File: src/design/memStage_defines.svh
`ifndef MEMSTAGE_DEFINES_SVH
`define MEMSTAGE_DEFINES_SVH

// Data region, the only valid load and store space
`define MEM_DATA_START 32'h0000_0000
`define MEM_DATA_END 32'h0000_2FFF

// Words in the data RAM, 0x3000 bytes
`define MEM_DEPTH_WORDS 3072

// CP0 register numbers as seen in the rd field
`define CP0_SR 5'd12
`define CP0_CAUSE 5'd13
`define CP0_EPC 5'd14
`define CP0_PRID 5'd15

// Processor identification, read only
`define CP0_PRID_VALUE 32'h0001_4C01

// Start of text, EPC value out of reset
`define TEXT_START 32'h0000_3000

`endif

File: src/design/memStagePkg.sv
package memStagePkg;

    // Decoded memory-stage operation
    typedef enum logic [3:0] {
        opNone,
        opLw,
        opLh,
        opLhu,
        opLb,
        opLbu,
        opSw,
        opSh,
        opSb,
        opMfc0,
        opMtc0,
        opEret
    } memOp;

    // Cause.ExcCode values
    typedef logic [4:0] excCode;
    localparam excCode excNone = 5'd0;
    localparam excCode excAdEL = 5'd4;
    localparam excCode excAdEs = 5'd5;

    // Request to the pipeline controller
    typedef enum logic [1:0] {
        kcNone,
        kcEnterKernel,
        kcReturn
    } kernelCtrl;

    // SR layout
    typedef struct packed {
        logic [31:16] rsvdHi;
        logic [15:10] im;
        logic [9:2]   rsvdLo;
        logic         exl;
        logic         ie;
    } cp0StatusView;

    // Cause layout
    typedef struct packed {
        logic         bd;
        logic [30:16] rsvdHi;
        logic [15:10] ip;
        logic [9:7]   rsvdMid;
        excCode       code;
        logic [1:0]   rsvdLo;
    } cp0CauseView;

    typedef union packed {
        cp0StatusView status;
        cp0CauseView  cause;
        logic [31:0]  raw;
    } cp0Word;

endpackage

File: src/design/memStageIf.sv


// Control to CP0
interface cp0PortIf;
    logic                 writeEn;
    logic [4:0]           regId;
    logic [31:0]          writeData;
    logic                 eret;
    memStagePkg::excCode  excIn;
    logic [31:0]          readData;
    logic                 trap;

    modport ctrl(output writeEn, regId, writeData, eret, excIn, input readData, trap);
    modport cp0(input writeEn, regId, writeData, eret, excIn, output readData, trap);
endinterface

File: src/design/cp0Unit.sv
`timescale 1ns/1ps
`include "memStage_defines.svh"

module cp0Unit (
    input  logic                    clk,
    input  logic                    reset,
    input  logic [31:0]             pc,
    input  logic [5:0]              hwInt,
    input  logic                    branchInWb,
    cp0PortIf.cp0                   cp0Port,
    output memStagePkg::kernelCtrl  kernelCtrl,
    output logic [29:0]             epc,
    output logic                    inDelaySlot
);
    localparam logic [31:0] textStart = `TEXT_START;

    // SR fields
    logic [5:0]          im;
    logic                exl;
    logic                ie;
    // Cause fields
    logic [5:0]          ip;
    memStagePkg::excCode code;
    logic                bd;
    logic [31:2]         epcReg;

    logic                interrupt;
    logic                trap;
    memStagePkg::cp0Word wrWord;
    memStagePkg::cp0Word srWord;
    memStagePkg::cp0Word causeWord;

    assign interrupt = (|(im & hwInt)) && ie && !exl;
    assign trap      = interrupt || (cp0Port.excIn != memStagePkg::excNone);
    assign cp0Port.trap = trap;

    always_comb begin
        if (trap) begin
            kernelCtrl = memStagePkg::kcEnterKernel;
        end else if (cp0Port.eret) begin
            kernelCtrl = memStagePkg::kcReturn;
        end else begin
            kernelCtrl = memStagePkg::kcNone;
        end
    end

    assign inDelaySlot = trap && branchInWb;
    assign epc         = epcReg;

    // Register views for MTC0 decode and MFC0 readback
    always_comb begin
        wrWord.raw               = cp0Port.writeData;
        srWord.raw               = 32'd0;
        srWord.status.im         = im;
        srWord.status.exl        = exl;
        srWord.status.ie         = ie;
        causeWord.raw            = 32'd0;
        causeWord.cause.bd       = bd;
        causeWord.cause.ip       = ip;
        causeWord.cause.code     = code;
        case (cp0Port.regId)
            `CP0_SR:    cp0Port.readData = srWord.raw;
            `CP0_CAUSE: cp0Port.readData = causeWord.raw;
            `CP0_EPC:   cp0Port.readData = {epcReg, 2'b00};
            `CP0_PRID:  cp0Port.readData = `CP0_PRID_VALUE;
            default:    cp0Port.readData = 32'd0;
        endcase
    end

    always_ff @(posedge clk) begin
        if (reset) begin
            im     <= 6'b111111;
            exl    <= 1'b0;
            ie     <= 1'b1;
            ip     <= 6'd0;
            code   <= memStagePkg::excNone;
            bd     <= 1'b0;
            epcReg <= textStart[31:2];
        end else begin
            ip <= hwInt;
            if (trap) begin
                exl    <= 1'b1;
                // Interrupts record code 0
                code   <= interrupt ? memStagePkg::excNone : cp0Port.excIn;
                bd     <= branchInWb;
                // Back up to the branch when in a delay slot
                epcReg <= branchInWb ? pc[31:2] - 30'd1 : pc[31:2];
            end else if (cp0Port.eret) begin
                exl  <= 1'b0;
                code <= memStagePkg::excNone;
                bd   <= 1'b0;
            end else if (cp0Port.writeEn) begin
                if (cp0Port.regId == `CP0_SR) begin
                    im  <= wrWord.status.im;
                    exl <= wrWord.status.exl;
                    ie  <= wrWord.status.ie;
                end else if (cp0Port.regId == `CP0_EPC) begin
                    epcReg <= wrWord.raw[31:2];
                end
            end
        end
    end
endmodule

File: src/flat_wrapper.sv
// flat-port wrapper written by rule: the top's interface ports become plain ports
module cp0Unit_flat 
  (clk, reset, pc, hwInt, branchInWb, kernelCtrl, epc, inDelaySlot, cp0Port_writeEn, cp0Port_regId, cp0Port_writeData, cp0Port_eret, cp0Port_excIn, cp0Port_readData, cp0Port_trap);
  cp0PortIf cp0Port_i ();
  input  logic clk;
  input  logic reset;
  input  logic [31:0] pc;
  input  logic [5:0] hwInt;
  input  logic branchInWb;
  output memStagePkg::kernelCtrl kernelCtrl;
  output logic [29:0] epc;
  output logic inDelaySlot;
  input wire logic [$bits(cp0Port_i.writeEn)-1:0] cp0Port_writeEn;
  input wire logic [$bits(cp0Port_i.regId)-1:0] cp0Port_regId;
  input wire logic [$bits(cp0Port_i.writeData)-1:0] cp0Port_writeData;
  input wire logic [$bits(cp0Port_i.eret)-1:0] cp0Port_eret;
  input wire logic [$bits(cp0Port_i.excIn)-1:0] cp0Port_excIn;
  output wire logic [$bits(cp0Port_i.readData)-1:0] cp0Port_readData;
  output wire logic [$bits(cp0Port_i.trap)-1:0] cp0Port_trap;
  assign cp0Port_i.writeEn = cp0Port_writeEn;
  assign cp0Port_i.regId = cp0Port_regId;
  assign cp0Port_i.writeData = cp0Port_writeData;
  assign cp0Port_i.eret = cp0Port_eret;
  assign cp0Port_i.excIn = cp0Port_excIn;
  assign cp0Port_readData = cp0Port_i.readData;
  assign cp0Port_trap = cp0Port_i.trap;
  cp0Unit u_core (.clk(clk), .reset(reset), .pc(pc), .hwInt(hwInt), .branchInWb(branchInWb), .cp0Port(cp0Port_i), .kernelCtrl(kernelCtrl), .epc(epc), .inDelaySlot(inDelaySlot));
endmodule
File: config.mk
export PLATFORM = sky130hd
export DESIGN_NAME = cp0Unit_flat
export DESIGN_NICKNAME = d
export VERILOG_FILES = /design/src/design/memStagePkg.sv /design/src/design/memStageIf.sv /design/src/design/cp0Unit.sv /design/src/flat_wrapper.sv
export VERILOG_INCLUDE_DIRS = /design/src /design/src/design
export SDC_FILE = /design/constraint.sdc
export NUM_CORES = 1
export LEC_CHECK = 0
export ABC_AREA = 1
export BUFFER_PORTS_ARGS = -buffer_cell sky130_fd_sc_hd__buf_2
export CAP_MARGIN = 25
export CELL_PAD_IN_SITES_DETAIL_PLACEMENT = 0
export CELL_PAD_IN_SITES_GLOBAL_PLACEMENT = 1
export CORE_MARGIN = 2
export CORE_UTILIZATION = 30
export CTS_CLUSTER_DIAMETER = 30
export DETAILED_ROUTE_END_ITERATION = 10
export MAX_ROUTING_LAYER = met4
export PLACE_DENSITY_LB_ADDON = 0.05
export SLEW_MARGIN = 5
export SYNTH_ARGS = -nofsm -noshare
export SYNTH_HDL_FRONTEND = slang
export SYNTH_SLANG_ARGS = --single-unit
File: constraint.sdc
create_clock -name clk -period 2.1 [get_ports clk]
set_clock_uncertainty 0.2 [all_clocks]
set_input_delay 0.105 -clock clk [delete_from_list [all_inputs] [get_ports clk]]
set_output_delay 0.105 -clock clk [all_outputs]
set_load 0.005 [all_outputs]
# Yosys cells after proc, flatten, opt, wreduce, memory -nomap -nowiden
# Cells that the tools add are included.
dict set report word_totals {
  out_inout_bits 66
  elab_cells 50
  inputBits 85
  reg_bits 50
}
dict set report classes {
  muxes 18
  reduce_logical 15
  addsub 1
  n_bitwise 3
  eq_ne 6
}
# op count
set ops {}
lappend ops {{30-bit 2-to-1 mux} 6}
lappend ops {{32-bit case mux with 4 select lines} 1}
lappend ops {{30-bit by 1-bit subtractor with 30-bit output (second input constant)} 1}
lappend ops {{5-bit by 4-bit == test with 1-bit output (second input constant)} 4}
lappend ops {{5-bit 2-to-1 mux} 3}
lappend ops {{4-bit AND reduction} 2}
lappend ops {{6-bit AND} 1}
lappend ops {{1-bit 2-to-1 mux} 6}
lappend ops {{2-bit nonzero test} 3}
lappend ops {{3-bit nonzero test} 2}
lappend ops {{6-bit OR reduction} 1}
lappend ops {{5-bit nonzero test} 1}
lappend ops {{2-bit 2-to-1 mux} 2}
lappend ops {{2-bit by 1-bit != test with 1-bit output (second input constant)} 2}
lappend ops {{1-bit logical AND} 3}
lappend ops {{1-bit NOT} 2}
lappend ops {{2-bit AND reduction} 1}
lappend ops {{1-bit zero test} 1}
lappend ops {{1-bit logical OR} 1}

# Logic depth before layout (Yosys ltp)
dict set report depth {
  word_depth 7
  mapped_depth 11
  mapped_depth_nobuf 11
}

# Worst setup path after synthesis
# Ideal clock, no wire load.
dict set report synth_timing {
  path_type {register to register}
  from {register u_core.im[0]}
  to {register u_core.ie}
  required_ps 1766
  synth_period_minus_slack_ps 1623
  setup_time_ps 134
  path_buffers 0
  setup_slack_ps 477
  arrival_time_ps 1290
  stages_incl_launch_ff 11
  path_cell_list {dfxtp_1 nand2_1 nand2_1 a21oi_1 nand3_1 nand2_2 nand2_4 nor2_2 nand2_1 nand2_1 nand3_1}
}
dict set report synth_between {
  elab_chain_cells 7
}
# element line
set synth_lines {}
lappend synth_lines {{from (decl)} cp0Unit.sv:18} ;# logic [5:0] im;
lappend synth_lines {{from (signal assigned)} cp0Unit.sv:94} ;# im <= wrWord.status.im;
lappend synth_lines {{6-bit AND} cp0Unit.sv:33} ;# assign interrupt = (|(im & hwInt)) && ie && !exl;
lappend synth_lines {{6-bit OR reduction} cp0Unit.sv:33}
lappend synth_lines {{1-bit logical AND (2 in series)} cp0Unit.sv:33}
lappend synth_lines {{1-bit logical OR} cp0Unit.sv:34} ;# assign trap = interrupt || (cp0Port.excIn != memStagePkg::excNone);
lappend synth_lines {{1-bit NOT (no source line)} n/a}
lappend synth_lines {{4-bit AND reduction (no source line)} n/a}
lappend synth_lines {{to (signal assigned)} cp0Unit.sv:96} ;# ie <= wrWord.status.ie;
lappend synth_lines {{to (decl)} cp0Unit.sv:20} ;# logic ie;
# No other way between the ends.
# A chain may end at the register's enable or synchronous reset.

# Worst setup path after layout
dict set report layout_timing {
  from {register u_core.im[0]}
  to {output port inDelaySlot}
}
dict set report layout_between {
  elab_chain_cells 6
}
# element line
set layout_lines {}
lappend layout_lines {{6-bit AND} cp0Unit.sv:33}
lappend layout_lines {{6-bit OR reduction} cp0Unit.sv:33}
lappend layout_lines {{1-bit logical AND (2 in series)} cp0Unit.sv:33}
lappend layout_lines {{1-bit logical OR} cp0Unit.sv:34}
lappend layout_lines {{1-bit logical AND} cp0Unit.sv:47} ;# assign inDelaySlot = trap && branchInWb;
lappend layout_lines {{to (decl)} flat_wrapper.sv:12} ;# output logic inDelaySlot;
# No other way between the ends.

==> impl_metrics.ini <==
[run_status]
status = complete, no violations

[setup_path]
critPathLaunchType = flop
worstSetupPathType = reg2out
reg2reg_slack_ps = 290
cpPeakStageDelay_ps = 320
r2r_cells = 9
path_max_fanout = 23
r2r_start = u_core.im[0]
reg2reg_to = u_core.epc[4]
worstPathRequired_ps = 1790
slowest_stage = dfxtp_1
path_common_cell = nand2_1
cp.arrival_ps = 1630
crit_path_cell_trace = nand2_1 -> nand2_1 -> a21oi_1 -> nand3_1 -> nand2_2 -> nand2_4 -> buf_12 -> nand2_1 -> inv_1 -> buf_2
cp-end-kind = output pin

[power_and_ir_drop]
p_per_area_nw_per_um2 = 472.0
leakage_nw = 2.470
pwr-share-seq_pct = 45.7
peakVddDrop_uv = 386.9
combPwrFrac_pct = 19.6
p_int_mw = 1.630
p_sw_uw = 623.9
p_clk_share_pct = 34.7
swShare_pct = 27.68
power_mw = 2.254

[layout]
fin_area_um2 = 4775
stdcell_count = 898
antennaDiodeCount = 0
area_growth_pct = 39.73
drive_above_1_share_pct = 23.75
seq_area_um2 = 1001
final_util_pct = 43.47
multi_input_area_um2 = 1978
num-fill-cells = 1238
nNetsFinal = 844

[timing]
period_minus_slack_ps = 1936
setup_viol = 0
fin_crit_sh_pct = 92.17
setup_ws_ps = 164.4
slew_violations = 0
timing.fmax_mhz = 516.6
setup_tns_ps = 0
tightest_slew_ps = 665.0
hold_ws_ps = 12.10
hold_violations = 0
rsz0062_at_grt = no
relSlewSlack_pct = 55.62

[cts]
cts_setup_buffers = 0
numCtsBuffers = 5
cts_tree = done
root_buffer = clkbuf_16
clockBufferDepth = 2
cts.sinks = 50
cts.reportedPaths.clkPinSlew_ps = 70
clk_latency_ps = 280
htree_levels = 2

[detailed_routing]
first_iter_violations = 240
num_vias = 4127
drt_pre_antenna_iters = 4
viasPerCell = 4.596
drc = 0
wl_mm = 12.83
wl_per_cell_um = 14.29
drtAntennaViolNets = 0

[global_routing]
antenna_found_initial = 0
grt_max_degree = 35
met2_usage_pct = 35.30
grt_pass1_vias = 3958
grt_overflow = 0
grt.met1_usage_pct = 28.46
grt_first_pass_wirelength_mm = 20.70
grt_usage_pct = 21.22
use_met3_pct = 2.570
grt_busiest_layer = met2

[hold_path]
min_to = u_core.epc[22]
hold_class = in2reg
whs_path_depth = 5
min_from = cp0Port_writeData[24]

[floorplan]
ios = 151
design.die.area_um2 = 12260
die_w_um = 110.7
start_util_pct = 31.11
core.rowCount = 38
die_y_um = 110.7
fp.coreArea_um2 = 10980

[yosys]
synthCells = 580
synth-main-ff-cell = dfxtp_1
async_flop_share_pct = 0
syn_area_per_cell_um2 = 5.891
synth_nets = 666
seq_area_frac_synth_pct = 29.29
synthesis.area_um2 = 3417
yosys.cell_types.count = 34
ys_ff_latch = 50
synth_edf_count = 0
synth_warnings = 0

[place]
dp_hpwl_mm = 10.11
place_congestion = 0.9055
port_buffers = 148
dp.cells = 859
pre_cts_ws_ps = 205.4
place_area_um2 = 4307

[flow_run]
cap_violations = 0
## per-layer routing
layer	routed length [µm]	up-vias
met5	0	-
met4	64	0
met3	643	5
met2	5946	117
met1	6179	1828
li1	-	2177
## sequential cells by signal (all words and copies together), names as in the netlist
register	flops
u_core.epc	30
u_core.im	6
u_core.ip	6
u_core.code	5
u_core.bd	1
u_core.exl	1
u_core.ie	1
## worst max-delay path: cells and delay by family, from the launching register on
family | cells | cell delay [ps]
DFF | 1 | 320
buffers and inverters | 3 | 360
AOI/OAI and AO/OA | 1 | 120
and+or+nand+nor | 6 | 550
## synthesized netlist by cell type (2+ instances only)
cell type	n	area share (%)
nand2_1	172	19
nor2_1	92	10
inv_1	80	8.8
dfxtp_1	50	29
nand3_1	49	7.2
o21ai_0	37	5.4
a21oi_1	30	4.4
clkbuf_1	8	0.88
xor2_1	7	1.8
nand4_1	6	1.1
o211ai_1	6	1.3
buf_4	5	1.1
buf_6	5	1.6
nor2_2	4	0.73
o21ai_1	3	0.44
xnor2_1	3	0.77
a22o_1	2	0.51
buf_2	2	0.29
nand2_2	2	0.37
nor2_4	2	0.66
o2111ai_1	2	0.51
## power by group through the flow
stage / clock network [mW] / registers (mW) / logic [mW]
floorplan: 0 / 1.05 / 0.181
global placement: 0 / 1.05 / 0.394
detailed placement: 0 / 1.05 / 0.395
CTS: 0.803 / 1.03 / 0.443
global route: 0.847 / 1.04 / 0.496
finish: 0.782 / 1.03 / 0.442
## cell families (layout without fill, tap and decap cells)
family | Yosys count | after routing | synth area share (%)
AOI/OAI and AO/OA | 85 | 85 | 13.77
xor gates and xnor gates | 10 | 10 | 2.563
adders and majority gates | 1 | 1 | 0.3661
buffers and inverters | 101 | 279 | 12.82
DFF | 50 | 50 | 29.29
and+or+nand+nor | 333 | 333 | 41.19
## cells in the final DEF (no fill, tap or decap), types with 2 or more instances in the layout
cell type,n
o21ai_0,37
nor2_1,92
nor2_4,2
nand4_1,6
xor2_1,7
buf_4,8
dfxtp_1,50
o211ai_1,6
a21oi_1,30
inv_1,80
clkbuf_16,5
buf_12,3
nand2_1,172
nor2_2,4
o2111ai_1,2
clkinv_2,2
a22o_1,2
xnor2_1,3
nand2_2,2
o21ai_1,3
buf_2,148
dlygate4sd3_1,32
nand3_1,49
## worst max-delay path by stage
stage / from / endpoint / slack [ps] / depth (start not counted)
after floorplan: u_core.im[0] / u_core.ie / 480 / 10
after global placement: pc[2] / u_core.epc[28] / 220 / 11
after detailed placement: pc[2] / u_core.epc[28] / 210 / 11
after CTS: u_core.im[3] / inDelaySlot / 8 / 10
after global routing: u_core.im[3] / inDelaySlot / 20 / 10
final: u_core.im[0] / inDelaySlot / 160 / 10
## layout make-up
class | instances | area share, %
well taps | 140 | 3.669
multi-input cells | 429 | 41.43
clock inverters | 2 | 0.2096
repair buffers | 191 | 24.74
inverters | 81 | 6.368
clock buffers | 5 | 2.621
flip-flops and latches | 50 | 20.96
## timing repair
item	in CTS	in global routing
endpoints found under the hold margin	36	0
setup endpoints to repair	0	1
gates resized for setup	0	3
hold buffers	32	0
No activity file was read; power rests on OpenSTA's default activity.
