### src/design/memStage_defines.svh
`ifndef MEMSTAGE_DEFINES_SVH
`define MEMSTAGE_DEFINES_SVH

// Data region, the only valid load and store space
`define MEM_DATA_START 32'h0000_0000
`define MEM_DATA_END 32'h0000_2FFF

// Words in the data RAM, 0x3000 bytes
`define MEM_DEPTH_WORDS 3072

// CP0 register numbers as seen in the rd field
`define CP0_SR 5'd12
`define CP0_CAUSE 5'd13
`define CP0_EPC 5'd14
`define CP0_PRID 5'd15

// Processor identification, read only
`define CP0_PRID_VALUE 32'h0001_4C01

// Start of text, EPC value out of reset
`define TEXT_START 32'h0000_3000

`endif

### src/design/memStagePkg.sv
package memStagePkg;

    // Decoded memory-stage operation
    typedef enum logic [3:0] {
        opNone,
        opLw,
        opLh,
        opLhu,
        opLb,
        opLbu,
        opSw,
        opSh,
        opSb,
        opMfc0,
        opMtc0,
        opEret
    } memOp;

    // Cause.ExcCode values
    typedef logic [4:0] excCode;
    localparam excCode excNone = 5'd0;
    localparam excCode excAdEL = 5'd4;
    localparam excCode excAdEs = 5'd5;

    // Request to the pipeline controller
    typedef enum logic [1:0] {
        kcNone,
        kcEnterKernel,
        kcReturn
    } kernelCtrl;

    // SR layout
    typedef struct packed {
        logic [31:16] rsvdHi;
        logic [15:10] im;
        logic [9:2]   rsvdLo;
        logic         exl;
        logic         ie;
    } cp0StatusView;

    // Cause layout
    typedef struct packed {
        logic         bd;
        logic [30:16] rsvdHi;
        logic [15:10] ip;
        logic [9:7]   rsvdMid;
        excCode       code;
        logic [1:0]   rsvdLo;
    } cp0CauseView;

    typedef union packed {
        cp0StatusView status;
        cp0CauseView  cause;
        logic [31:0]  raw;
    } cp0Word;

endpackage

### src/design/memStageIf.sv


// Control to CP0
interface cp0PortIf;
    logic                 writeEn;
    logic [4:0]           regId;
    logic [31:0]          writeData;
    logic                 eret;
    memStagePkg::excCode  excIn;
    logic [31:0]          readData;
    logic                 trap;

    modport ctrl(output writeEn, regId, writeData, eret, excIn, input readData, trap);
    modport cp0(input writeEn, regId, writeData, eret, excIn, output readData, trap);
endinterface

### src/design/memCtrl.sv
`timescale 1ns/1ps

module memCtrl (
    input  logic                clk,
    input  logic                reset,
    input  logic                stall,
    input  logic                flush,
    input  memStagePkg::memOp   op,
    input  logic [31:0]         pc,
    input  logic [31:0]         rtData,
    input  logic [4:0]          rtAddr,
    input  logic [4:0]          rdAddr,
    input  logic [4:0]          regWriteAddr,
    input  logic [31:0]         regWriteData,
    input  logic [4:0]          fwdAddr,
    input  logic [31:0]         fwdData,
    input  memStagePkg::excCode excInPrev,
    input  logic                dmDisable,
    input  memStagePkg::excCode memExc,
    input  logic [31:0]         loadValue,
    output logic                accessEnable,
    output logic [31:0]         storeData,
    cp0PortIf.ctrl              cp0Port,
    output logic [4:0]          wbRegAddr,
    output logic [31:0]         wbRegData,
    output logic [31:0]         wbPc
);
    logic        isLoad;
    logic [31:0] wbValue;

    // Writeback value bypass onto rt
    assign storeData = (fwdAddr == rtAddr && fwdAddr != 5'd0) ? fwdData : rtData;

    // Address faults of this stage take priority
    assign cp0Port.excIn = (memExc != memStagePkg::excNone) ? memExc : excInPrev;

    assign cp0Port.writeEn   = (op == memStagePkg::opMtc0);
    assign cp0Port.eret      = (op == memStagePkg::opEret);
    assign cp0Port.regId     = rdAddr;
    assign cp0Port.writeData = storeData;

    // No memory write in a trapped cycle
    assign accessEnable = !dmDisable && !cp0Port.trap;

    assign isLoad = op inside {memStagePkg::opLw, memStagePkg::opLh, memStagePkg::opLhu,
                               memStagePkg::opLb, memStagePkg::opLbu};

    always_comb begin
        if (op == memStagePkg::opMfc0) begin
            wbValue = cp0Port.readData;
        end else if (isLoad) begin
            wbValue = loadValue;
        end else begin
            wbValue = regWriteData;
        end
    end

    // MEM/WB register, flush beats stall
    always_ff @(posedge clk) begin
        if (reset || flush) begin
            wbRegAddr <= 5'd0;
            wbRegData <= 32'd0;
            wbPc      <= 32'd0;
        end else if (!stall) begin
            wbRegAddr <= regWriteAddr;
            wbRegData <= wbValue;
            wbPc      <= pc;
        end
    end
endmodule

### src/flat_wrapper.sv
// flat-port wrapper written by rule: the top's interface ports become plain ports
module memCtrl_flat 
  (clk, reset, stall, flush, op, pc, rtData, rtAddr, rdAddr, regWriteAddr, regWriteData, fwdAddr, fwdData, excInPrev, dmDisable, memExc, loadValue, accessEnable, storeData, wbRegAddr, wbRegData, wbPc, cp0Port_writeEn, cp0Port_regId, cp0Port_writeData, cp0Port_eret, cp0Port_excIn, cp0Port_readData, cp0Port_trap);
  cp0PortIf cp0Port_i ();
  input  logic clk;
  input  logic reset;
  input  logic stall;
  input  logic flush;
  input  memStagePkg::memOp op;
  input  logic [31:0] pc;
  input  logic [31:0] rtData;
  input  logic [4:0] rtAddr;
  input  logic [4:0] rdAddr;
  input  logic [4:0] regWriteAddr;
  input  logic [31:0] regWriteData;
  input  logic [4:0] fwdAddr;
  input  logic [31:0] fwdData;
  input  memStagePkg::excCode excInPrev;
  input  logic dmDisable;
  input  memStagePkg::excCode memExc;
  input  logic [31:0] loadValue;
  output logic accessEnable;
  output logic [31:0] storeData;
  output logic [4:0] wbRegAddr;
  output logic [31:0] wbRegData;
  output logic [31:0] wbPc;
  output wire logic [$bits(cp0Port_i.writeEn)-1:0] cp0Port_writeEn;
  output wire logic [$bits(cp0Port_i.regId)-1:0] cp0Port_regId;
  output wire logic [$bits(cp0Port_i.writeData)-1:0] cp0Port_writeData;
  output wire logic [$bits(cp0Port_i.eret)-1:0] cp0Port_eret;
  output wire logic [$bits(cp0Port_i.excIn)-1:0] cp0Port_excIn;
  input wire logic [$bits(cp0Port_i.readData)-1:0] cp0Port_readData;
  input wire logic [$bits(cp0Port_i.trap)-1:0] cp0Port_trap;
  assign cp0Port_writeEn = cp0Port_i.writeEn;
  assign cp0Port_regId = cp0Port_i.regId;
  assign cp0Port_writeData = cp0Port_i.writeData;
  assign cp0Port_eret = cp0Port_i.eret;
  assign cp0Port_excIn = cp0Port_i.excIn;
  assign cp0Port_i.readData = cp0Port_readData;
  assign cp0Port_i.trap = cp0Port_trap;
  memCtrl u_core (.clk(clk), .reset(reset), .stall(stall), .flush(flush), .op(op), .pc(pc), .rtData(rtData), .rtAddr(rtAddr), .rdAddr(rdAddr), .regWriteAddr(regWriteAddr), .regWriteData(regWriteData), .fwdAddr(fwdAddr), .fwdData(fwdData), .excInPrev(excInPrev), .dmDisable(dmDisable), .memExc(memExc), .loadValue(loadValue), .accessEnable(accessEnable), .storeData(storeData), .cp0Port(cp0Port_i), .wbRegAddr(wbRegAddr), .wbRegData(wbRegData), .wbPc(wbPc));
endmodule
### config.mk
export PLATFORM = sky130hd
export DESIGN_NAME = memCtrl_flat
export DESIGN_NICKNAME = d
export VERILOG_FILES = /design/src/design/memStage_defines.svh /design/src/design/memStagePkg.sv /design/src/design/memStageIf.sv /design/src/design/memCtrl.sv /design/src/flat_wrapper.sv
export SDC_FILE = /design/constraint.sdc
export NUM_CORES = 1
export LEC_CHECK = 0
export BUFFER_PORTS_ARGS = -buffer_cell sky130_fd_sc_hd__clkbuf_2
export CAP_MARGIN = 25
export CORE_AREA = 2 2 148 150
export CTS_BUF_LIST = sky130_fd_sc_hd__clkbuf_16
export DETAILED_ROUTE_END_ITERATION = 12
export DIE_AREA = 0 0 150 152
export GPL_TIMING_DRIVEN = 1
export PLACE_DENSITY = 0.6
export SLEW_MARGIN = 40
export SYNTH_ARGS = -nofsm -noshare
export SYNTH_HDL_FRONTEND = slang
export SYNTH_SLANG_ARGS = --single-unit
### constraint.sdc
create_clock -name clk -period 2.2 [get_ports clk]
set_input_delay 0.44 -clock clk [delete_from_list [all_inputs] [get_ports clk]]
set_output_delay 0.44 -clock clk [all_outputs]
set_load 0.01 [all_outputs]
# After elaboration in Yosys (flattened, before gate mapping)
# Index checks and enable logic that the tools add are counted.
dict set report classes {
  n_eq_ne 9
  n_mux 4
  n_reduce_logical 8
}
# cell count
set ops {}
lappend ops {{$mux W32} 3}
lappend ops {{$reduce_bool A5 Y1} 3}
lappend ops {{$eq A4 B4 Y1 const B} 3}
lappend ops {{$eq A4 B2 Y1 const B} 2}
lappend ops {{$eq A4 B3 Y1 const B} 2}
lappend ops {{$eq A5 B5 Y1} 1}
lappend ops {{$mux W5} 1}
lappend ops {{$eq A4 B1 Y1 const B} 1}
lappend ops {{$logic_and A1 B1 Y1} 2}
lappend ops {{$logic_not A1 Y1} 2}
lappend ops {{$logic_or A1 B1 Y1} 1}
dict set report totals {
  register_bits 69
  in_bits 232
  output_inout_bits 146
  elab_cells 24
}

# Logic depth before layout (Yosys ltp)
dict set report logic_depth {
  depth_word 4
  mapped_depth 6
  depth_no_buf 4
}

# Least setup slack after synthesis
# Ideal clock, no wire load.
dict set report synth_timing {
  path_kind {input-to-output}
  from {in rtAddr[2]}
  to {out storeData[0]}
  t_arrival_ps 1682
  path_slack_ps 78
  stages 6
  path_cell_list {nor4_1 -> nor3_1 -> o21ai_4 -> buf_6 -> mux2_4 -> buf_4}
}
dict set report synth_via {
  elab_chain_len 3
}
# item line
set synth_lines {}
lappend synth_lines {{from (decl)} flat_wrapper.sv:12} ;# input logic [4:0] rtAddr;
lappend synth_lines {{$eq A5 B5 Y1} memCtrl.sv:32} ;# assign storeData = (fwdAddr == rtAddr && fwdAddr != 5'd0) ? fwdData : rtData;
lappend synth_lines {{$logic_and A1 B1 Y1} memCtrl.sv:32}
lappend synth_lines {{$mux W32} memCtrl.sv:32}
lappend synth_lines {{to (decl)} flat_wrapper.sv:23} ;# output logic [31:0] storeData;
# No other way between the ends.

# Worst setup path after layout
dict set report layout_timing {
  from {in rtAddr[1]}
  to {out storeData[9]}
}
# The elaborated chain is that of the path after synthesis.

==> flow_metrics.env <==
export IMPL_violations="negative setup slack"
export IMPL_finClkSkew_ns=0
export IMPL_grt_pass1_vias=4381
export IMPL_grt_overflow_total=0
export IMPL_path_common_cell="buf_12"
export IMPL_p_leak_uw=0.00357
export IMPL_cp_start_kind="input port"
export IMPL_synthSimpleGateAreaFrac_pct=9.14
export IMPL_fmax_mhz=415
export IMPL_wl_per_cell_um=17.0
export IMPL_cts_tree="done"
export IMPL_viasPerCell=4.27
export IMPL_hold_viol=0
export IMPL_path_max_fanout=6
export IMPL_synth_compound_area_share_pct=21.7
export IMPL_critPathArrivalTime_ns=1.97
export IMPL_slowest_delay_ns=0.34
export IMPL_p_comb_share_pct=24.7
export IMPL_groute_layer_met1_usage_pct=14.8
export IMPL_portBuffers=367
export IMPL_clkPwrFrac_pct=43.2
export IMPL_cp_end_kind="output port"
export IMPL_totalWireLength_mm=17.2
export IMPL_postCtsHoldBufs=0
export IMPL_timing_final_crit_share_pct=109
export IMPL_grt_pass1_wl_mm=24.2
export IMPL_coreArea_sq_um=21400
export IMPL_intPower_uw=2960
export IMPL_use_met3_pct=5.23
export IMPL_initial_core_util_pct=19.4
export IMPL_maxCapViolations=0
export IMPL_gr_usage_met2_pct=25.0
export IMPL_drc_errors=0
export IMPL_clock_sinks=69
export IMPL_track_usage_pct=14.0
export IMPL_dieArea_sq_um=22800
export IMPL_synth_fa_ha_area_share_pct=0
export IMPL_sequentialPowerShare_pct=32.1
export IMPL_drive_above_1_share_pct=66.1
export IMPL_cts_made_buffers=9
export IMPL_syn_inst=401
export IMPL_insertion_delay_ns=0.33
export IMPL_post_dp_hpwl_mm=13.0
export IMPL_num_rows=54
export IMPL_fin_setup_tns_ns=-12.26
export IMPL_worst_r2r_setup_slack_ns=1.42
export IMPL_avgSynthCellArea_sq_um=10.3
export IMPL_clk_pin_slew_ns=0.07
export IMPL_required_ns=1.76
export IMPL_powerDensity_nw_per_um2=589
export IMPL_hp_class="in -> reg"
export IMPL_antenna_found_initial=1
export IMPL_io_pins=378
export IMPL_final_core_util_pct=32.8
export IMPL_floorplan_die_width_um=150
export IMPL_root_buffer="clkbuf_16"
export IMPL_gp_congestion=0.813
export IMPL_syn_cell_area_sq_um=4140
export IMPL_grt_max_degree=52
export IMPL_cp_top_family="buffers and inverters"
export IMPL_period_needed_ns=2.41
export IMPL_rsz0062_at_grt="yes"
export IMPL_status="finished, violations left"
export IMPL_critical_path_class="in -> out"
export IMPL_yosys_area_share_xor_xnor_pct=0.847
export IMPL_synthesis_nets=633
export IMPL_ys_ff_latch=69
export IMPL_slew_viol_final=0
export IMPL_die_y_um=152
export IMPL_ant_nets=0
export IMPL_switchingPower_uw=1160
export IMPL_ys_types=30
export IMPL_fillers=2191
export IMPL_cp_slowest_cell="nor4_4"
export IMPL_syn_to_final_growth_pct=69.2
export IMPL_synth_top_family_by_area="compound AO/OA/AOI/OAI gates"
export IMPL_yosysWarningCount=0
export IMPL_muxShareOfSynthArea_pct=20.4
export IMPL_irDropWorstVdd_uv=359
export IMPL_crit_buf_inv=4
export IMPL_swShare_pct=28.1
export IMPL_crit_chain="buf_8 -> xor2_4 -> nor4_4 -> o21ai_4 -> buf_12 -> buf_12 -> mux2_4 -> buf_6"
export IMPL_busiest_layer="met2"
export IMPL_cts_max_level=3
export IMPL_max_slew_margin_pct=46.3
export IMPL_drt_iter0_markers=127
export IMPL_ys_seq_area_share_pct=33.4
export IMPL_dr_pass1_iters=4
export IMPL_fin_nets=955
export IMPL_via_count=4305
export IMPL_setup_viol=64
export IMPL_cts_buffer_depth=2
export IMPL_fin_ws_ns=-0.209
export IMPL_tightest_slew_ns=0.806
per-layer routing:
layer / vias up / share of wire [%]
met5: - / 0
met4: 0 / 3.2
met3: 30 / 10
met2: 257 / 49
met1: 1974 / 38
li1: 2044 / -
worst paths after layout:
check                                   start                                to  depth (start not counted)
max                                 rtAddr[1]                      storeData[9]                          8
min                                    pc[23]      u_core.wbPc[23]$_SDFFE_PP0N_                          3
max reg2reg  u_core.wbRegData[3]$_SDFFE_PP0N_  u_core.wbRegData[3]$_SDFFE_PP0N_                          2
min reg2reg  u_core.wbRegData[7]$_SDFFE_PP0N_  u_core.wbRegData[7]$_SDFFE_PP0N_                          2
worst min-delay path, cell delays in order:
cell	delay (ns)
clkbuf_2	0.07
mux2i_1	0.05
nor2_1	0.07
synthesized netlist by cell type:
| library cell | n | share of area [%] |
|---|---|---|
| dfxtp_1 | 69 | 33 |
| nor2_1 | 41 | 3.7 |
| a221oi_2 | 40 | 15 |
| buf_4 | 38 | 6.9 |
| mux2i_1 | 37 | 9.0 |
| nand2_1 | 33 | 3.0 |
| inv_1 | 32 | 2.9 |
| mux2_4 | 30 | 11 |
| a221oi_1 | 24 | 5.1 |
| buf_2 | 10 | 1.2 |
| clkbuf_1 | 10 | 0.91 |
| buf_6 | 9 | 2.5 |
| a21o_1 | 5 | 0.91 |
| xor2_1 | 4 | 0.85 |
| and2_1 | 2 | 0.30 |
| buf_1 | 2 | 0.18 |
| mux2_2 | 2 | 0.54 |
| a211oi_4 | 1 | 0.48 |
| and3_1 | 1 | 0.15 |
| and3b_1 | 1 | 0.21 |
| nor2b_2 | 1 | 0.21 |
| nor3_1 | 1 | 0.12 |
| nor3_2 | 1 | 0.24 |
| nor4_1 | 1 | 0.15 |
| nor4_4 | 1 | 0.51 |
| o21ai_4 | 1 | 0.39 |
| o32a_2 | 1 | 0.27 |
| or2_2 | 1 | 0.15 |
| or2b_1 | 1 | 0.18 |
| or4_1 | 1 | 0.18 |
final cells by class:
| type | instances | area, sq um | share of cell area (%) |
|---|---|---|---|
| Antenna cell | 1 | 2.50 | 0.0358 |
| Clock buffer | 9 | 225 | 3.22 |
| Clock inverter | 7 | 130 | 1.86 |
| Inverter | 32 | 120 | 1.72 |
| Multi-Input combinational cell | 231 | 2240 | 32.0 |
| Sequential cell | 69 | 1380 | 19.7 |
| Tap cell | 280 | 350 | 5.01 |
| Timing Repair Buffer | 380 | 2550 | 36.4 |
repair_timing:
action                                  4_1_cts  5_1_grt
setup buffers                                 2        0
pin swaps                                     5        4
endpoints found under the setup margin       64       64
resized for setup                            17      154
gates cloned                                  2        1
flip-flops by register name, indices dropped and copies added, names as in the netlist:
register and flops:
u_core.wbRegAddr 5, u_core.wbPc 32, u_core.wbRegData 32
kinds of logic (layout without fill, tap and decap cells):
family / count (synthesis) / count (layout)
xor+xnor: 4 / 4
other cells: 0 / 1
mux: 69 / 69
flops: 69 / 69
simple gates: 86 / 86
buf+inv: 101 / 428
compound gates: 72 / 72
cell usage in the layout, fill, tap and decap left out, types with 2 or more instances in the layout:
cell         n
nor3_2       2
inv_8        2
xor2_4       3
nor2_1      41
inv_1       32
a221oi_1    24
buf_6       61
nand2_1     33
mux2i_1     37
dfxtp_1     69
clkbuf_8     2
nor4_4       2
bufinv_16    3
buf_4        2
buf_16       2
a221oi_2    40
buf_12       9
buf_8        4
clkbuf_2   299
mux2_4      32
and2_1       2
a21o_1       5
clkbuf_16   10
power groups by stage:
| stage | Sequential (uW) | Combinational (uW) | Clock (uW) |
|---|---|---|---|
| finish | 1320 | 1020 | 1780 |
| detailed placement | 1350 | 879 | 0 |
| global placement | 1350 | 874 | 0 |
| global route | 1330 | 1090 | 1900 |
| CTS | 1320 | 913 | 1860 |
| floorplan | 1370 | 470 | 0 |
through the flow:
step / std cells / total power (uW) / worst slack (ns) / hold slack [ns] / area [sq um]
6_report: 1009 / 4120 / -0.209 / 0.327 / 7000
5_1_grt: 1008 / 4320 / -0.242 / 0.316 / 6990
4_1_cts: 1007 / 4100 / -0.196 / 0.310 / 6530
3_5_place_dp: 987 / 2230 / -0.224 / 0.461 / 5980
3_3_place_gp: 987 / 2220 / -0.147 / 0.456 / 5980
2_1_floorplan: 401 / 1840 / 0.0778 / 0.494 / 4140
(Power assumes the default switching activity.)
