===== src/design/memStage_defines.svh =====
`ifndef MEMSTAGE_DEFINES_SVH
`define MEMSTAGE_DEFINES_SVH

// Data region, the only valid load and store space
`define MEM_DATA_START 32'h0000_0000
`define MEM_DATA_END 32'h0000_2FFF

// Words in the data RAM, 0x3000 bytes
`define MEM_DEPTH_WORDS 3072

// CP0 register numbers as seen in the rd field
`define CP0_SR 5'd12
`define CP0_CAUSE 5'd13
`define CP0_EPC 5'd14
`define CP0_PRID 5'd15

// Processor identification, read only
`define CP0_PRID_VALUE 32'h0001_4C01

// Start of text, EPC value out of reset
`define TEXT_START 32'h0000_3000

`endif


===== src/design/memStagePkg.sv =====
package memStagePkg;

    // Decoded memory-stage operation
    typedef enum logic [3:0] {
        opNone,
        opLw,
        opLh,
        opLhu,
        opLb,
        opLbu,
        opSw,
        opSh,
        opSb,
        opMfc0,
        opMtc0,
        opEret
    } memOp;

    // Cause.ExcCode values
    typedef logic [4:0] excCode;
    localparam excCode excNone = 5'd0;
    localparam excCode excAdEL = 5'd4;
    localparam excCode excAdEs = 5'd5;

    // Request to the pipeline controller
    typedef enum logic [1:0] {
        kcNone,
        kcEnterKernel,
        kcReturn
    } kernelCtrl;

    // SR layout
    typedef struct packed {
        logic [31:16] rsvdHi;
        logic [15:10] im;
        logic [9:2]   rsvdLo;
        logic         exl;
        logic         ie;
    } cp0StatusView;

    // Cause layout
    typedef struct packed {
        logic         bd;
        logic [30:16] rsvdHi;
        logic [15:10] ip;
        logic [9:7]   rsvdMid;
        excCode       code;
        logic [1:0]   rsvdLo;
    } cp0CauseView;

    typedef union packed {
        cp0StatusView status;
        cp0CauseView  cause;
        logic [31:0]  raw;
    } cp0Word;

endpackage


===== src/design/memStageIf.sv =====
`timescale 1ns/1ps

// Data RAM port, no handshake
interface dataPortIf;
    logic [29:0] wordAddr;
    logic [31:0] writeData;
    logic [3:0]  byteEnable;
    logic [31:0] readData;

    modport access(output wordAddr, writeData, byteEnable, input readData);
    modport memory(input wordAddr, writeData, byteEnable, output readData);
endinterface



===== src/design/memAccessUnit.sv =====
`timescale 1ns/1ps
`include "memStage_defines.svh"

module memAccessUnit (
    input  memStagePkg::memOp   op,
    input  logic [31:0]         addr,
    input  logic [31:0]         storeData,
    input  logic                accessEnable,
    dataPortIf.access           dataPort,
    output memStagePkg::excCode memExc,
    output logic [31:0]         loadValue
);
    logic        isLoad;
    logic        isStore;
    logic        misaligned;
    logic        inRange;
    logic [3:0]  laneMask;
    logic [15:0] halfVal;
    logic [7:0]  byteVal;

    assign isLoad  = op inside {memStagePkg::opLw, memStagePkg::opLh, memStagePkg::opLhu,
                                memStagePkg::opLb, memStagePkg::opLbu};
    assign isStore = op inside {memStagePkg::opSw, memStagePkg::opSh, memStagePkg::opSb};

    // Word needs bits 1:0 clear, halfword bit 0
    assign misaligned = ((op == memStagePkg::opLw || op == memStagePkg::opSw) && addr[1:0] != 2'b00)
        || ((op inside {memStagePkg::opLh, memStagePkg::opLhu, memStagePkg::opSh}) && addr[0]);

    // Offset check, single unsigned compare
    assign inRange = (addr - `MEM_DATA_START) <= (`MEM_DATA_END - `MEM_DATA_START);

    always_comb begin
        if (isLoad && (misaligned || !inRange)) begin
            memExc = memStagePkg::excAdEL;
        end else if (isStore && (misaligned || !inRange)) begin
            memExc = memStagePkg::excAdEs;
        end else begin
            memExc = memStagePkg::excNone;
        end
    end

    // Lane placement of store data
    always_comb begin
        case (op)
            memStagePkg::opSw: laneMask = 4'b1111;
            memStagePkg::opSh: laneMask = 4'b0011 << {addr[1], 1'b0};
            memStagePkg::opSb: laneMask = 4'b0001 << addr[1:0];
            default:           laneMask = 4'b0000;
        endcase
        case (op)
            memStagePkg::opSh: dataPort.writeData = {2{storeData[15:0]}};
            memStagePkg::opSb: dataPort.writeData = {4{storeData[7:0]}};
            default:           dataPort.writeData = storeData;
        endcase
    end

    assign dataPort.wordAddr   = addr[31:2];
    assign dataPort.byteEnable = (accessEnable && memExc == memStagePkg::excNone) ? laneMask
                                                                                 : 4'b0000;

    // Load extraction and extension
    assign halfVal = addr[1] ? dataPort.readData[31:16] : dataPort.readData[15:0];
    assign byteVal = dataPort.readData[{addr[1:0], 3'b000} +: 8];

    always_comb begin
        case (op)
            memStagePkg::opLw:  loadValue = dataPort.readData;
            memStagePkg::opLh:  loadValue = {{16{halfVal[15]}}, halfVal};
            memStagePkg::opLhu: loadValue = {16'd0, halfVal};
            memStagePkg::opLb:  loadValue = {{24{byteVal[7]}}, byteVal};
            memStagePkg::opLbu: loadValue = {24'd0, byteVal};
            default:            loadValue = 32'd0;
        endcase
    end
endmodule


===== src/flat_wrapper.sv =====
// flat-port wrapper written by rule: the top's interface ports become plain ports
module memAccessUnit_flat 
  (op, addr, storeData, accessEnable, memExc, loadValue, dataPort_wordAddr, dataPort_writeData, dataPort_byteEnable, dataPort_readData);
  dataPortIf dataPort_i ();
  input  memStagePkg::memOp op;
  input  logic [31:0] addr;
  input  logic [31:0] storeData;
  input  logic accessEnable;
  output memStagePkg::excCode memExc;
  output logic [31:0] loadValue;
  output wire logic [$bits(dataPort_i.wordAddr)-1:0] dataPort_wordAddr;
  output wire logic [$bits(dataPort_i.writeData)-1:0] dataPort_writeData;
  output wire logic [$bits(dataPort_i.byteEnable)-1:0] dataPort_byteEnable;
  input wire logic [$bits(dataPort_i.readData)-1:0] dataPort_readData;
  assign dataPort_wordAddr = dataPort_i.wordAddr;
  assign dataPort_writeData = dataPort_i.writeData;
  assign dataPort_byteEnable = dataPort_i.byteEnable;
  assign dataPort_i.readData = dataPort_readData;
  memAccessUnit u_core (.op(op), .addr(addr), .storeData(storeData), .accessEnable(accessEnable), .dataPort(dataPort_i), .memExc(memExc), .loadValue(loadValue));
endmodule

===== config.mk =====
export PLATFORM = sky130hd
export DESIGN_NAME = memAccessUnit_flat
export DESIGN_NICKNAME = d
export VERILOG_FILES = /design/src/design/memStagePkg.sv /design/src/design/memStageIf.sv /design/src/design/memAccessUnit.sv /design/src/flat_wrapper.sv
export VERILOG_INCLUDE_DIRS = /design/src /design/src/design
export SDC_FILE = /design/constraint.sdc
export NUM_CORES = 1
export LEC_CHECK = 0
export BUFFER_PORTS_ARGS = -buffer_cell sky130_fd_sc_hd__buf_2
export CORE_AREA = 4 4 77 79
export DETAILED_ROUTE_END_ITERATION = 8
export DIE_AREA = 0 0 81 83
export GPL_TIMING_DRIVEN = 1
export PLACE_DENSITY = 0.73
export SLEW_MARGIN = 20
export SYNTH_ARGS = -nofsm -noshare
export SYNTH_HDL_FRONTEND = slang
export SYNTH_SLANG_ARGS = --single-unit

===== constraint.sdc =====
create_clock -name vclk -period 4.47
set_clock_uncertainty 0.15 [all_clocks]
set_input_delay 1.1175 -clock vclk [all_inputs]
set_output_delay 1.1175 -clock vclk [all_outputs]
set_load 0.02 [all_outputs]

Word level (Yosys, flattened, before mapping)
Index checks and enable logic that the tools add are counted.
Storage, ports and cells
  flip-flop bits (word level): 0
  input bits: 101
  output and inout port bits: 103
  logic and storage cells: 33
Cells by class
  $lt $le $gt $ge: 1
  eq/ne operators: 8
  shifts and indexed selects: 3
  mux-type cells: 7
  reduce and logical (&&, ||, !) cells: 14
Operators by type and width (count)
  $pmux W32 S5: 1
  $pmux W32 S2: 1
  $le A32 B14 Y1 const B: 1
  $shiftx A32 B6 Y8: 1
  $eq A4 B3 Y1 const B: 4
  $mux W16: 1
  $pmux W4 S3: 1
  $eq A4 B2 Y1 const B: 2
  $reduce_bool A3 Y1: 2
  $logic_and A1 B1 Y1: 5
  $logic_not A5 Y1: 1
  $mux W5: 1
  $reduce_bool A5 Y1: 1
  $eq A4 B1 Y1 const B: 1
  $eq A4 B4 Y1 const B: 1
  $mux W4: 1
  $shl A1 B2 Y4 const A: 1
  $shl A2 B2 Y4 const A: 1
  $logic_or A1 B1 Y1: 3
  $mux W3: 1
  $reduce_bool A2 Y1: 1
  $logic_not A1 Y1: 1

Depth between registers and ports, before layout
Gate-level depths: netlist of run 1.
  depth after elaboration: 11
  gate-level depth with buffers: 7
  gate-level depth less buffers: 4

Least setup slack after synthesis of run 1
Ideal clock, no wire load.
  kind: in2out
  start point: input port op[1]
  end point: output port dataPort_byteEnable[2]
  data arrival time: 2549 ps
  path slack: 654 ps
  stages on the path: 7
  path buffers: 3
  path through: buf_4 > buf_2 > and3b_1 > clkbuf_1 > a31oi_1 > o21a_1 > nor3_1
Between the ends
  longest elaborated chain between the ends: 11
  elaborated cells on any way between the ends: 24
  classes of those cells: eq/ne: 8; mux: 4; reduce/logical: 12
Ends and longest elaborated chain
  start, declared: RTL line flat_wrapper.sv:5  | input memStagePkg::memOp op;
  $eq A4 B2 Y1 (tied with other cells): RTL line memAccessUnit.sv:21, memAccessUnit.sv:27
  $reduce_bool A3 Y1 or $logic_or A1 B1 Y1 (tied branches): RTL line memAccessUnit.sv:27, memAccessUnit.sv:26
  $logic_and A1 B1 Y1, on equally long branches: RTL line memAccessUnit.sv:27, memAccessUnit.sv:26
  $logic_or A1 B1 Y1: RTL line memAccessUnit.sv:27  | || ((op inside {memStagePkg::opLh, memStagePkg::opLhu, memStagePkg::opSh}) && addr[0]);
  $logic_or A1 B1 Y1: RTL line memAccessUnit.sv:33, memAccessUnit.sv:35
  $logic_and A1 B1 Y1: RTL line memAccessUnit.sv:35  | end else if (isStore && (misaligned || !inRange)) begin
  $mux W3: RTL line memAccessUnit.sv:35
  $mux W5: RTL line memAccessUnit.sv:33  | if (isLoad && (misaligned || !inRange)) begin
  $logic_not A5 Y1: RTL line memAccessUnit.sv:58  | assign dataPort.byteEnable = (accessEnable && memExc == memStagePkg::excNone) ? laneMask
  $logic_and A1 B1 Y1: RTL line memAccessUnit.sv:58
  $mux W4 (*): RTL line memAccessUnit.sv:58
  end, declared: RTL line flat_wrapper.sv:13  | output wire logic [$bits(dataPort_i.byteEnable)-1:0] dataPort_byteEnable;
Mark *: on every way between the ends. The rest lies on a longest branch, timed or not.

Worst setup path in the final report of run 1
  start point: input port op[2]
  end point: output port memExc[2]
Between the ends
  longest elaborated chain between the ends: 8
  elaborated cells on any way between the ends: 20
  classes of those cells: eq/ne: 8; mux: 2; reduce/logical: 10
Ends and longest elaborated chain
  $eq A4 B2 Y1 (tied with other cells): RTL line memAccessUnit.sv:21, memAccessUnit.sv:27
  $reduce_bool A3 Y1 or $logic_or A1 B1 Y1 (tied branches): RTL line memAccessUnit.sv:27, memAccessUnit.sv:26
  $logic_and A1 B1 Y1, on equally long branches: RTL line memAccessUnit.sv:27, memAccessUnit.sv:26
  $logic_or A1 B1 Y1: RTL line memAccessUnit.sv:27
  $logic_or A1 B1 Y1: RTL line memAccessUnit.sv:33, memAccessUnit.sv:35
  $logic_and A1 B1 Y1: RTL line memAccessUnit.sv:35
  $mux W3: RTL line memAccessUnit.sv:35
  $mux W5 (*): RTL line memAccessUnit.sv:33
  end, declared: RTL line flat_wrapper.sv:9  | output memStagePkg::excCode memExc;
Marked as above.

==> results of run 1 <==
-- critical path, stage by stage --
cell     delay (ns)
buf_2          0.26
inv_1          0.14
o311a_1        0.38
or4_1          0.53
a21oi_1        0.17
buf_2          0.19
-- kinds of logic (layout without fill, tap and decap cells) --
group                  after synthesis  in the layout  share of synthesized area, %
XOR/XNOR                             1              1                        0.5579
AO/OA/AOI/OAI                       45             45                         26.06
other                                1              3                        0.2388
AND/OR/NAND/NOR                     89             89                         27.65
multiplexers                        25             25                         18.49
buffers and inverters               60            193                         27.01
-- where the power goes --
group | leakage (nW) | internal [W] | total [W] | switching, W
Clock | 0 | 0 | 0 | 0
Combinational | 1.33 | 0.000103 | 0.000255 | 0.000152
Sequential | 0 | 0 | 0 | 0
-- routing by layer --
layer	part of all wire [%]	routed length, microns
met5	0	0
met3	11	688
met1	36	2232
met2	53	3283
met4	0.39	24
-- worst paths after layout --
kind                    start                   end  slack, ns  depth (start not counted)
worst min-delay path  addr[7]  dataPort_wordAddr[5]       2.09                          0
worst max-delay path    op[2]             memExc[2]       0.41                          6
-- area by class of cell --
type	count	area [sq um]	share of cell area, %
Timing Repair Buffer	189	965.9	43.42
Tap cell	72	90.09	4.050
Inverter	4	15.01	0.6749
Multi-Input combinational cell	163	1154	51.86
-- synth_stat cells (all sizes together) --
library cell | n | area, sq um
a2111oi | 1 | 27.53
a211oi | 3 | 27.52
a21o | 1 | 8.760
a21oi | 3 | 15.01
a221o | 15 | 150.1
a222oi | 1 | 10.01
a22oi | 8 | 60.06
a2bb2oi | 2 | 17.52
a31oi | 3 | 18.77
and2 | 1 | 8.760
and3b | 1 | 8.760
and4b | 1 | 10.01
buf | 55 | 405.4
clkbuf | 1 | 3.750
conb | 1 | 3.750
inv | 4 | 15.01
mux2 | 16 | 187.7
mux2i | 8 | 80.08
mux4 | 1 | 22.52
nand2 | 51 | 191.4
nand2b | 1 | 6.260
nand3 | 1 | 5.000
nor2 | 15 | 58.81
nor3 | 6 | 30.03
nor3b | 3 | 22.52
nor4 | 4 | 25.02
nor4b | 3 | 53.80
o21a | 2 | 15.01
o21ai | 2 | 13.76
o21ba | 1 | 10.01
o311a | 1 | 10.01
o31a | 1 | 8.760
o41ai | 1 | 16.27
or3 | 1 | 6.260
or4 | 1 | 7.510
xor2 | 1 | 8.760
-- metrics by stage --
step	utilization [%]	total power, W	std cells	instance area (sq um)	hold WS, ns
2_1_floorplan	-	0.0001836	223	1578	2.198
3_3_place_gp	41.68	0.0002534	428	2225	2.085
3_5_place_dp	41.68	0.0002563	428	2225	2.085
4_1_cts	41.68	0.0002569	428	2225	2.085
5_1_grt	41.68	0.0002761	428	2225	2.085
6_report	41.68	0.0002553	428	2225	2.085
==> summary.md, run 1 <==
| Metric | Value |
|---|---|
| Post-synth cell types | `44` |
| Post-CTS Hold Buffers | `0` |
| Crit Path Category | `in -> out` |
| Vias in the first global route | `around 2000` |
| CP endpoint kind | `primary output` |
| 1st-iter DRT viols | `77` |
| Setup Viol. Count Final | `0` |
| Pre-Repair DR Iteration Count | `4` |
| Fin. Hold Viols | `0` |
| Gr busiest metal | `met2` |
| Most common cell after layout, fill and taps aside | `buf_2` |
| Met3 Use GR | `2.169%` |
| Rows | `27` |
| Most frequent cells in the layout | `buf_2, nand2_1, a221o_1` |
| Die area | `0.006723 sq mm` |
| FF+latch count | `0` |
| I/O pins | `204` |
| Synthesized area per cell | `7.105 sq um` |
| Initial antenna violation count | `0` |
| Post-synthesis cell count | `221` |
| Sequential area share after synthesis | `0%` |
| Tcrit/Tclk final | `around nine tenths` |
| Post-DP HPWL | `5242 microns` |
| Core ar. | `0.005338 sq mm` |
| Placer Congestion | `0.8359` |
| CP Data Arrival Time | `~2.8 ns` |
| # DRC | `0` |
| Largest net degree at the start of global routing | `18` |
| Post-route ant nets | `0` |
| Yosys warns | `0` |
| Post-route minimum period | `approximately 4.1 ns` |
| Synthesis-to-layout area growth | `41.67%` |
| Nets | `between 400 and 500` |
| Setup ws final | `0.4134 ns` |
| Die W | `roughly 81 microns` |
| Die Y | `slightly above 80 microns` |
| Clkbuf count | `0` |
| Crit start category | `input pin` |
| Post-Syn Area | `approximately 0.0016 sq mm` |
| Layout cells sized above 1 | `about three fifths` |
| Pwr per Cell Area | `about 110 mW/mm^2` |
| Post-cts resize count | `0` |
| Met2 GRT Util | `around a third` |
| Setup Fix Bufs, Post-CTS | `0` |
| # Max-Cap Violations | `0` |
| Final WL | `slightly above 6000 microns` |
| Lkg Pwr | `between 1 and 1.5 nW` |
| Worst Path Max Fanout | `12` |
| Status | `complete, no violations` |
| Worst Path Required | `3.20 ns` |
| Drt via density | `between 4 and 5` |
| GRT Util Overall | `between 15 and 20%` |
| Starting density of the core | `just under 30%` |
| TNS Setup | `0 ns` |
| RSZ-0062 raised after global routing | `false` |
| DR WL/cell | `around 15 microns` |
| Routed via count | `around 2100` |
| Hold WC Path Type | `in -> out` |
| Fmax achieved | `246.5 MHz` |
| Grt met1 use | `about 19%` |
| Port bufs | `~180` |
| Post-Place Setup Slack | `0.4055 ns` |
| Worst VDD drop | `about 0.000042 V` |
| Final-layout fill cell count | `564` |
| Register area | `0 sq um` |
| Antenna Cells | `0` |
| First-pass GRT wire length | `between 9000 and 10000 microns` |
| Grt ovf | `0` |
| Final Max Slew Viols | `0` |
(Power assumes the default switching activity.)
==> run 2, diff against run 1 <==
--- a/config.mk
+++ b/config.mk
@@ -7,11 +7,11 @@
 export NUM_CORES = 1
 export LEC_CHECK = 0
 export BUFFER_PORTS_ARGS = -buffer_cell sky130_fd_sc_hd__buf_2
-export CORE_AREA = 4 4 77 79
+export CORE_AREA = 4 4 78 80
 export DETAILED_ROUTE_END_ITERATION = 8
-export DIE_AREA = 0 0 81 83
+export DIE_AREA = 0 0 82 84
 export GPL_TIMING_DRIVEN = 1
-export PLACE_DENSITY = 0.73
+export PLACE_DENSITY = 0.75
 export SLEW_MARGIN = 20
 export SYNTH_ARGS = -nofsm -noshare
 export SYNTH_HDL_FRONTEND = slang
==> run 2 against run 1 <==
First-iteration DRC count fell by 22%. Highest routed layer unchanged. Worst hold slack unchanged. Global-route usage is 0.28 points lower. Critical path depth down 1. Sequential share of layout area stayed put. Final area rose by 0.34%. Die area is 2.5% higher. Wire length up 3.2%. Final cell count up 0.23%. Largest cell class unchanged. Maximum frequency rose by 0.57%.
==> summary.md, run 2 (synthesis gave the netlist of run 1 again) <==
| Metric | Value |
|---|---|
| Final WL | `about 6400 microns` |
| Post-Place Setup Slack | `0.4647 ns` |
| Post-route ant nets | `0` |
| Most frequent cells in the layout | `buf_2, nand2_1, a221o_1` |
| Die W | `82 microns` |
| Status | `complete, no violations` |
| Crit start category | `input pin` |
| Routed via count | `between 2000 and 2500` |
| Nets | `460` |
| Vias in the first global route | `~2000` |
| Lkg Pwr | `approximately 1.3 nW` |
| Antenna Cells | `0` |
| Clkbuf count | `0` |
| CP cell instances | `buf_2, or3_1, a211oi_2, a221o_1, buf_2` |
| Core ar. | `between 0.005 and 0.006 sq mm` |
| CP endpoint kind | `primary output` |
| Fmax achieved | `~250 MHz` |
| Most common cell after layout, fill and taps aside | `buf_2` |
| Layout cells sized above 1 | `61.06%` |
| Post-cts resize count | `0` |
| Met3 Use GR | `between 3 and 4%` |
| I/O pins | `approximately 200` |
| Setup ws final | `roughly 0.44 ns` |
| Most frequent cell on the critical path | `buf_2` |
| Crit-path slowest cell | `a211oi_2` |
| Register area | `0 sq um` |
| 1st-iter DRT viols | `60` |
| Max transition margin | `a little under three fifths` |
| Initial antenna violation count | `0` |
| Fin. Hold Viols | `0` |
| Pwr per Cell Area | `between 100 and 150 mW/mm^2` |
| TNS Setup | `0 ns` |
| Post-route minimum period | `between 4 and 5 ns` |
| RSZ-0062 raised after global routing | `false` |
| Final-layout fill cell count | `roughly 570` |
| First-pass GRT wire length | `9204 microns` |
| Post-CTS Hold Buffers | `0` |
| Setup Viol. Count Final | `0` |
| Drt via density | `between 5 and 6` |
| GRT Util Overall | `approximately 16%` |
| Worst Path Required | `roughly 3.2 ns` |
| Gr busiest metal | `met2` |
| Setup Fix Bufs, Post-CTS | `0` |
| CP Data Arrival Time | `between 2 and 3 ns` |
| Tightest Pin Transition | `about 0.64 ns` |
| # DRC | `0` |
| Port bufs | `approximately 180` |
| Rows | `27` |
| Critical path's largest stage delay | `just under 0.6 ns` |
| DR WL/cell | `roughly 15 microns` |
| Final Max Slew Viols | `0` |
| Grt met1 use | `between 10% and 20%` |
| Hold WC Path Type | `in -> out` |
| Starting density of the core | `between 20 and 30%` |
| Die area | `0.006888 sq mm` |
| # Max-Cap Violations | `0` |
| FF+latch count | `0` |
| Grt ovf | `0` |
| Crit Path Category | `in -> out` |
| Post-DP HPWL | `between 5000 and 6000 microns` |
| Worst VDD drop | `0.00004434 V` |
| Synthesis-to-layout area growth | `42.15%` |
| Largest net degree at the start of global routing | `18` |
| Met2 GRT Util | `between 30% and 40%` |
| Pre-Repair DR Iteration Count | `4` |
| Placer Congestion | `0.7867` |
| Die Y | `approximately 84 microns` |
| Worst Path Max Fanout | `17` |
| Tcrit/Tclk final | `between 90% and 100%` |
run 2: cell types whose count changed in the layout (fill, tap and decap cells not counted), sizes merged:
cell  delta
buf      +1
run 2: worst paths after layout:
check	start	endpoint	slack (ns)	cells past startpoint
hold / removal	addr[10]	dataPort_wordAddr[8]	2.09	0
setup / recovery	op[1]	loadValue[5]	0.44	5
run 2: worst max-delay path: cells and delay by family:
kind	cells	cell delay (ns)
AND/OR/NAND/NOR	1	0.42
buffers and inverters	2	0.37
AO/OA/AOI/OAI	2	0.85
run 2: layer usage:
layer / up-vias / share of wire [%]
li1: 1037 / -
met1: 971 / 34
met5: - / 0
met3: 18 / 13
met2: 140 / 49
met4: 0 / 3.7
run 2: area by class of cell:
class | instances | area, sq um | share of cell area (%)
multi-input combinational | 163 | 1154 | 51.68
timing repair buffer | 190 | 973.4 | 43.61
inverter | 4 | 15.01 | 0.6726
tap | 72 | 90.09 | 4.036
run 2: report_power, final:
group          internal (W)  switching (W)  total, W
Clock                     0              0         0
Sequential                0              0         0
Combinational      0.000104       0.000153  0.000257
run 2: metrics by stage:
| step | instances | util [%] | cell area (sq um) | power, W | hold slack [ns] |
|---|---|---|---|---|---|
| final | 429 | 41.30 | 2232 | 0.0002566 | 2.085 |
| after global routing | 429 | 41.30 | 2232 | 0.0002765 | 2.085 |
| after CTS | 429 | 41.30 | 2232 | 0.0002578 | 2.085 |
| after detailed placement | 429 | 41.30 | 2232 | 0.0002571 | 2.085 |
| after global placement | 429 | 41.30 | 2232 | 0.0002545 | 2.085 |
| after floorplan | 223 | - | 1578 | 0.0001836 | 2.198 |
==> run 3, diff against run 2 <==
--- a/config.mk
+++ b/config.mk
@@ -11,6 +11,7 @@
 export DETAILED_ROUTE_END_ITERATION = 8
 export DIE_AREA = 0 0 82 84
 export GPL_TIMING_DRIVEN = 1
+export MAX_ROUTING_LAYER = met4
 export PLACE_DENSITY = 0.75
 export SLEW_MARGIN = 20
 export SYNTH_ARGS = -nofsm -noshare
==> constraint.sdc (replaced) <==
create_clock -name vclk -period 4.5
set_clock_uncertainty 0.15 [all_clocks]
set_input_delay 1.125 -clock vclk [all_inputs]
set_output_delay 1.125 -clock vclk [all_outputs]
set_load 0.02 [all_outputs]
==> run 3 against run 2 <==
First-iteration DRC count down 12%. Critical path depth stayed put. Non-clock buffer count down 1. Critical path type unchanged. Largest power group unchanged.
==> summary.md, run 3 (synthesis gave the netlist of run 1 again) <==
| Metric | Value |
|---|---|
| Lkg Pwr | `1.328 nW` |
| Fin. Hold Viols | `0` |
| Hold WC Path Type | `in -> out` |
| Post-DP HPWL | `~5500 microns` |
| Tcrit/Tclk final | `between 80% and 90%` |
| Grt ovf | `0` |
| Largest net degree at the start of global routing | `18` |
| Hold Slack | `~2.1 ns` |
| Drt via density | `between 5 and 6` |
| Die W | `roughly 82 microns` |
| Pwr per Cell Area | `around 110 mW/mm^2` |
| Clkbuf count | `0` |
| Core ar. | `0.005405 sq mm` |
| Port bufs | `about 180` |
| RSZ-0062 raised after global routing | `false` |
| Layout cells sized above 1 | `approximately three fifths` |
| TNS Setup | `0 ns` |
| CP endpoint kind | `primary output` |
| Final Max Slew Viols | `0` |
| Setup ws final | `approximately 0.5 ns` |
| Register area | `0 sq um` |
| Hold path start | `addr[10]` |
| Hold Path Depth | `0` |
| FF+latch count | `0` |
| Status | `complete, no violations` |
| Post-CTS Hold Buffers | `0` |
| Post-cts resize count | `0` |
| First-pass GRT wire length | `about 9000 microns` |
| Tightest Pin Transition | `just under 0.6 ns` |
| Fmax achieved | `between 200 and 300 MHz` |
| Setup Viol. Count Final | `0` |
| Most common cell after layout, fill and taps aside | `buf_2` |
| Final WL | `6414 microns` |
| Routed via count | `~2100` |
| 1st-iter DRT viols | `between 50 and 60` |
| Post-route ant nets | `0` |
| Most frequent cells in the layout | `buf_2, nand2_1, a221o_1` |
| Initial antenna violation count | `0` |
| Worst VDD drop | `0.00004746 V` |
| Setup Fix Bufs, Post-CTS | `0` |
| Placer Congestion | `0.7767` |
| Crit start category | `input pin` |
| I/O pins | `about 200` |
| DR WL/cell | `~15 microns` |
| Die area | `roughly 0.007 sq mm` |
| Post-Place Setup Slack | `slightly below 0.5 ns` |
| Rows | `27` |
| PnR Total Power | `0.0002544 W` |
| GRT Util Overall | `16.46%` |
| Pre-Repair DR Iteration Count | `5` |
| # DRC | `0` |
| Final-layout fill cell count | `574` |
| Die Y | `between 80 and 90 microns` |
| CP Data Arrival Time | `between 2 and 3 ns` |
| # Max-Cap Violations | `0` |
| Antenna Cells | `0` |
| Worst Path Required | `around 3.2 ns` |
| Post-route minimum period | `roughly 4.0 ns` |
| Max transition margin | `around three fifths` |
| Area taken by multi-input logic gates | `~0.0012 sq mm` |
| Crit Path Category | `in -> out` |
| Starting density of the core | `roughly 29%` |
| Worst Path Max Fanout | `17` |
| Synthesis-to-layout area growth | `41.67%` |
| Vias in the first global route | `1971` |
| Nets | `about 460` |
| Hold EP | `dataPort_wordAddr[8]` |
run 3: changes by cell type in the layout (fill, tap and decap cells not counted), sizes merged:
cell  delta
buf      -1
run 3: layout make-up:
class / instances / share of cell area [%]
inverters: 4 / 0.6749
repair buffers: 189 / 43.42
well taps: 72 / 4.050
multi-input cells: 163 / 51.86
run 3: report_power, final:
part           total (W)  internal, W  switching, W
sequential             0            0             0
clock                  0            0             0
combinational   0.000254     0.000103      0.000152
run 3: routing by layer:
layer	vias up	share of wire (%)	global-route usage, %
li1	1043	-	-
met1	959	37	18.23
met3	8	11	1.080
met4	0	1.6	3.474
met5	-	0	-
met2	134	51	31.23
run 3: worst max-delay path, cell delays in order:
cell and delay (ns):
buf_2 0.21, or3_1 0.41, a211oi_2 0.56, a221o_1 0.25, buf_2 0.16
run 3: how the worst max path moves through the flow:
stage          cells after the start  slack (ns)  startpoint                     end
3_3_place_gp                       5        0.49       op[1]            loadValue[2]
4_1_cts                            5        0.50       op[1]            loadValue[2]
3_5_place_dp                       5        0.49       op[1]            loadValue[4]
6_report                           5        0.50       op[1]            loadValue[3]
5_1_grt                            5        0.41       op[1]            loadValue[2]
2_1_floorplan                      7        0.67       op[1]  dataPort_byteEnable[2]
run 3: through the flow:
step	instance area, sq um	utilization, %	cells
floorplan	1578	-	223
global placement	2225	41.16	428
detailed placement	2225	41.16	428
CTS	2225	41.16	428
global route	2225	41.16	428
finish	2225	41.16	428
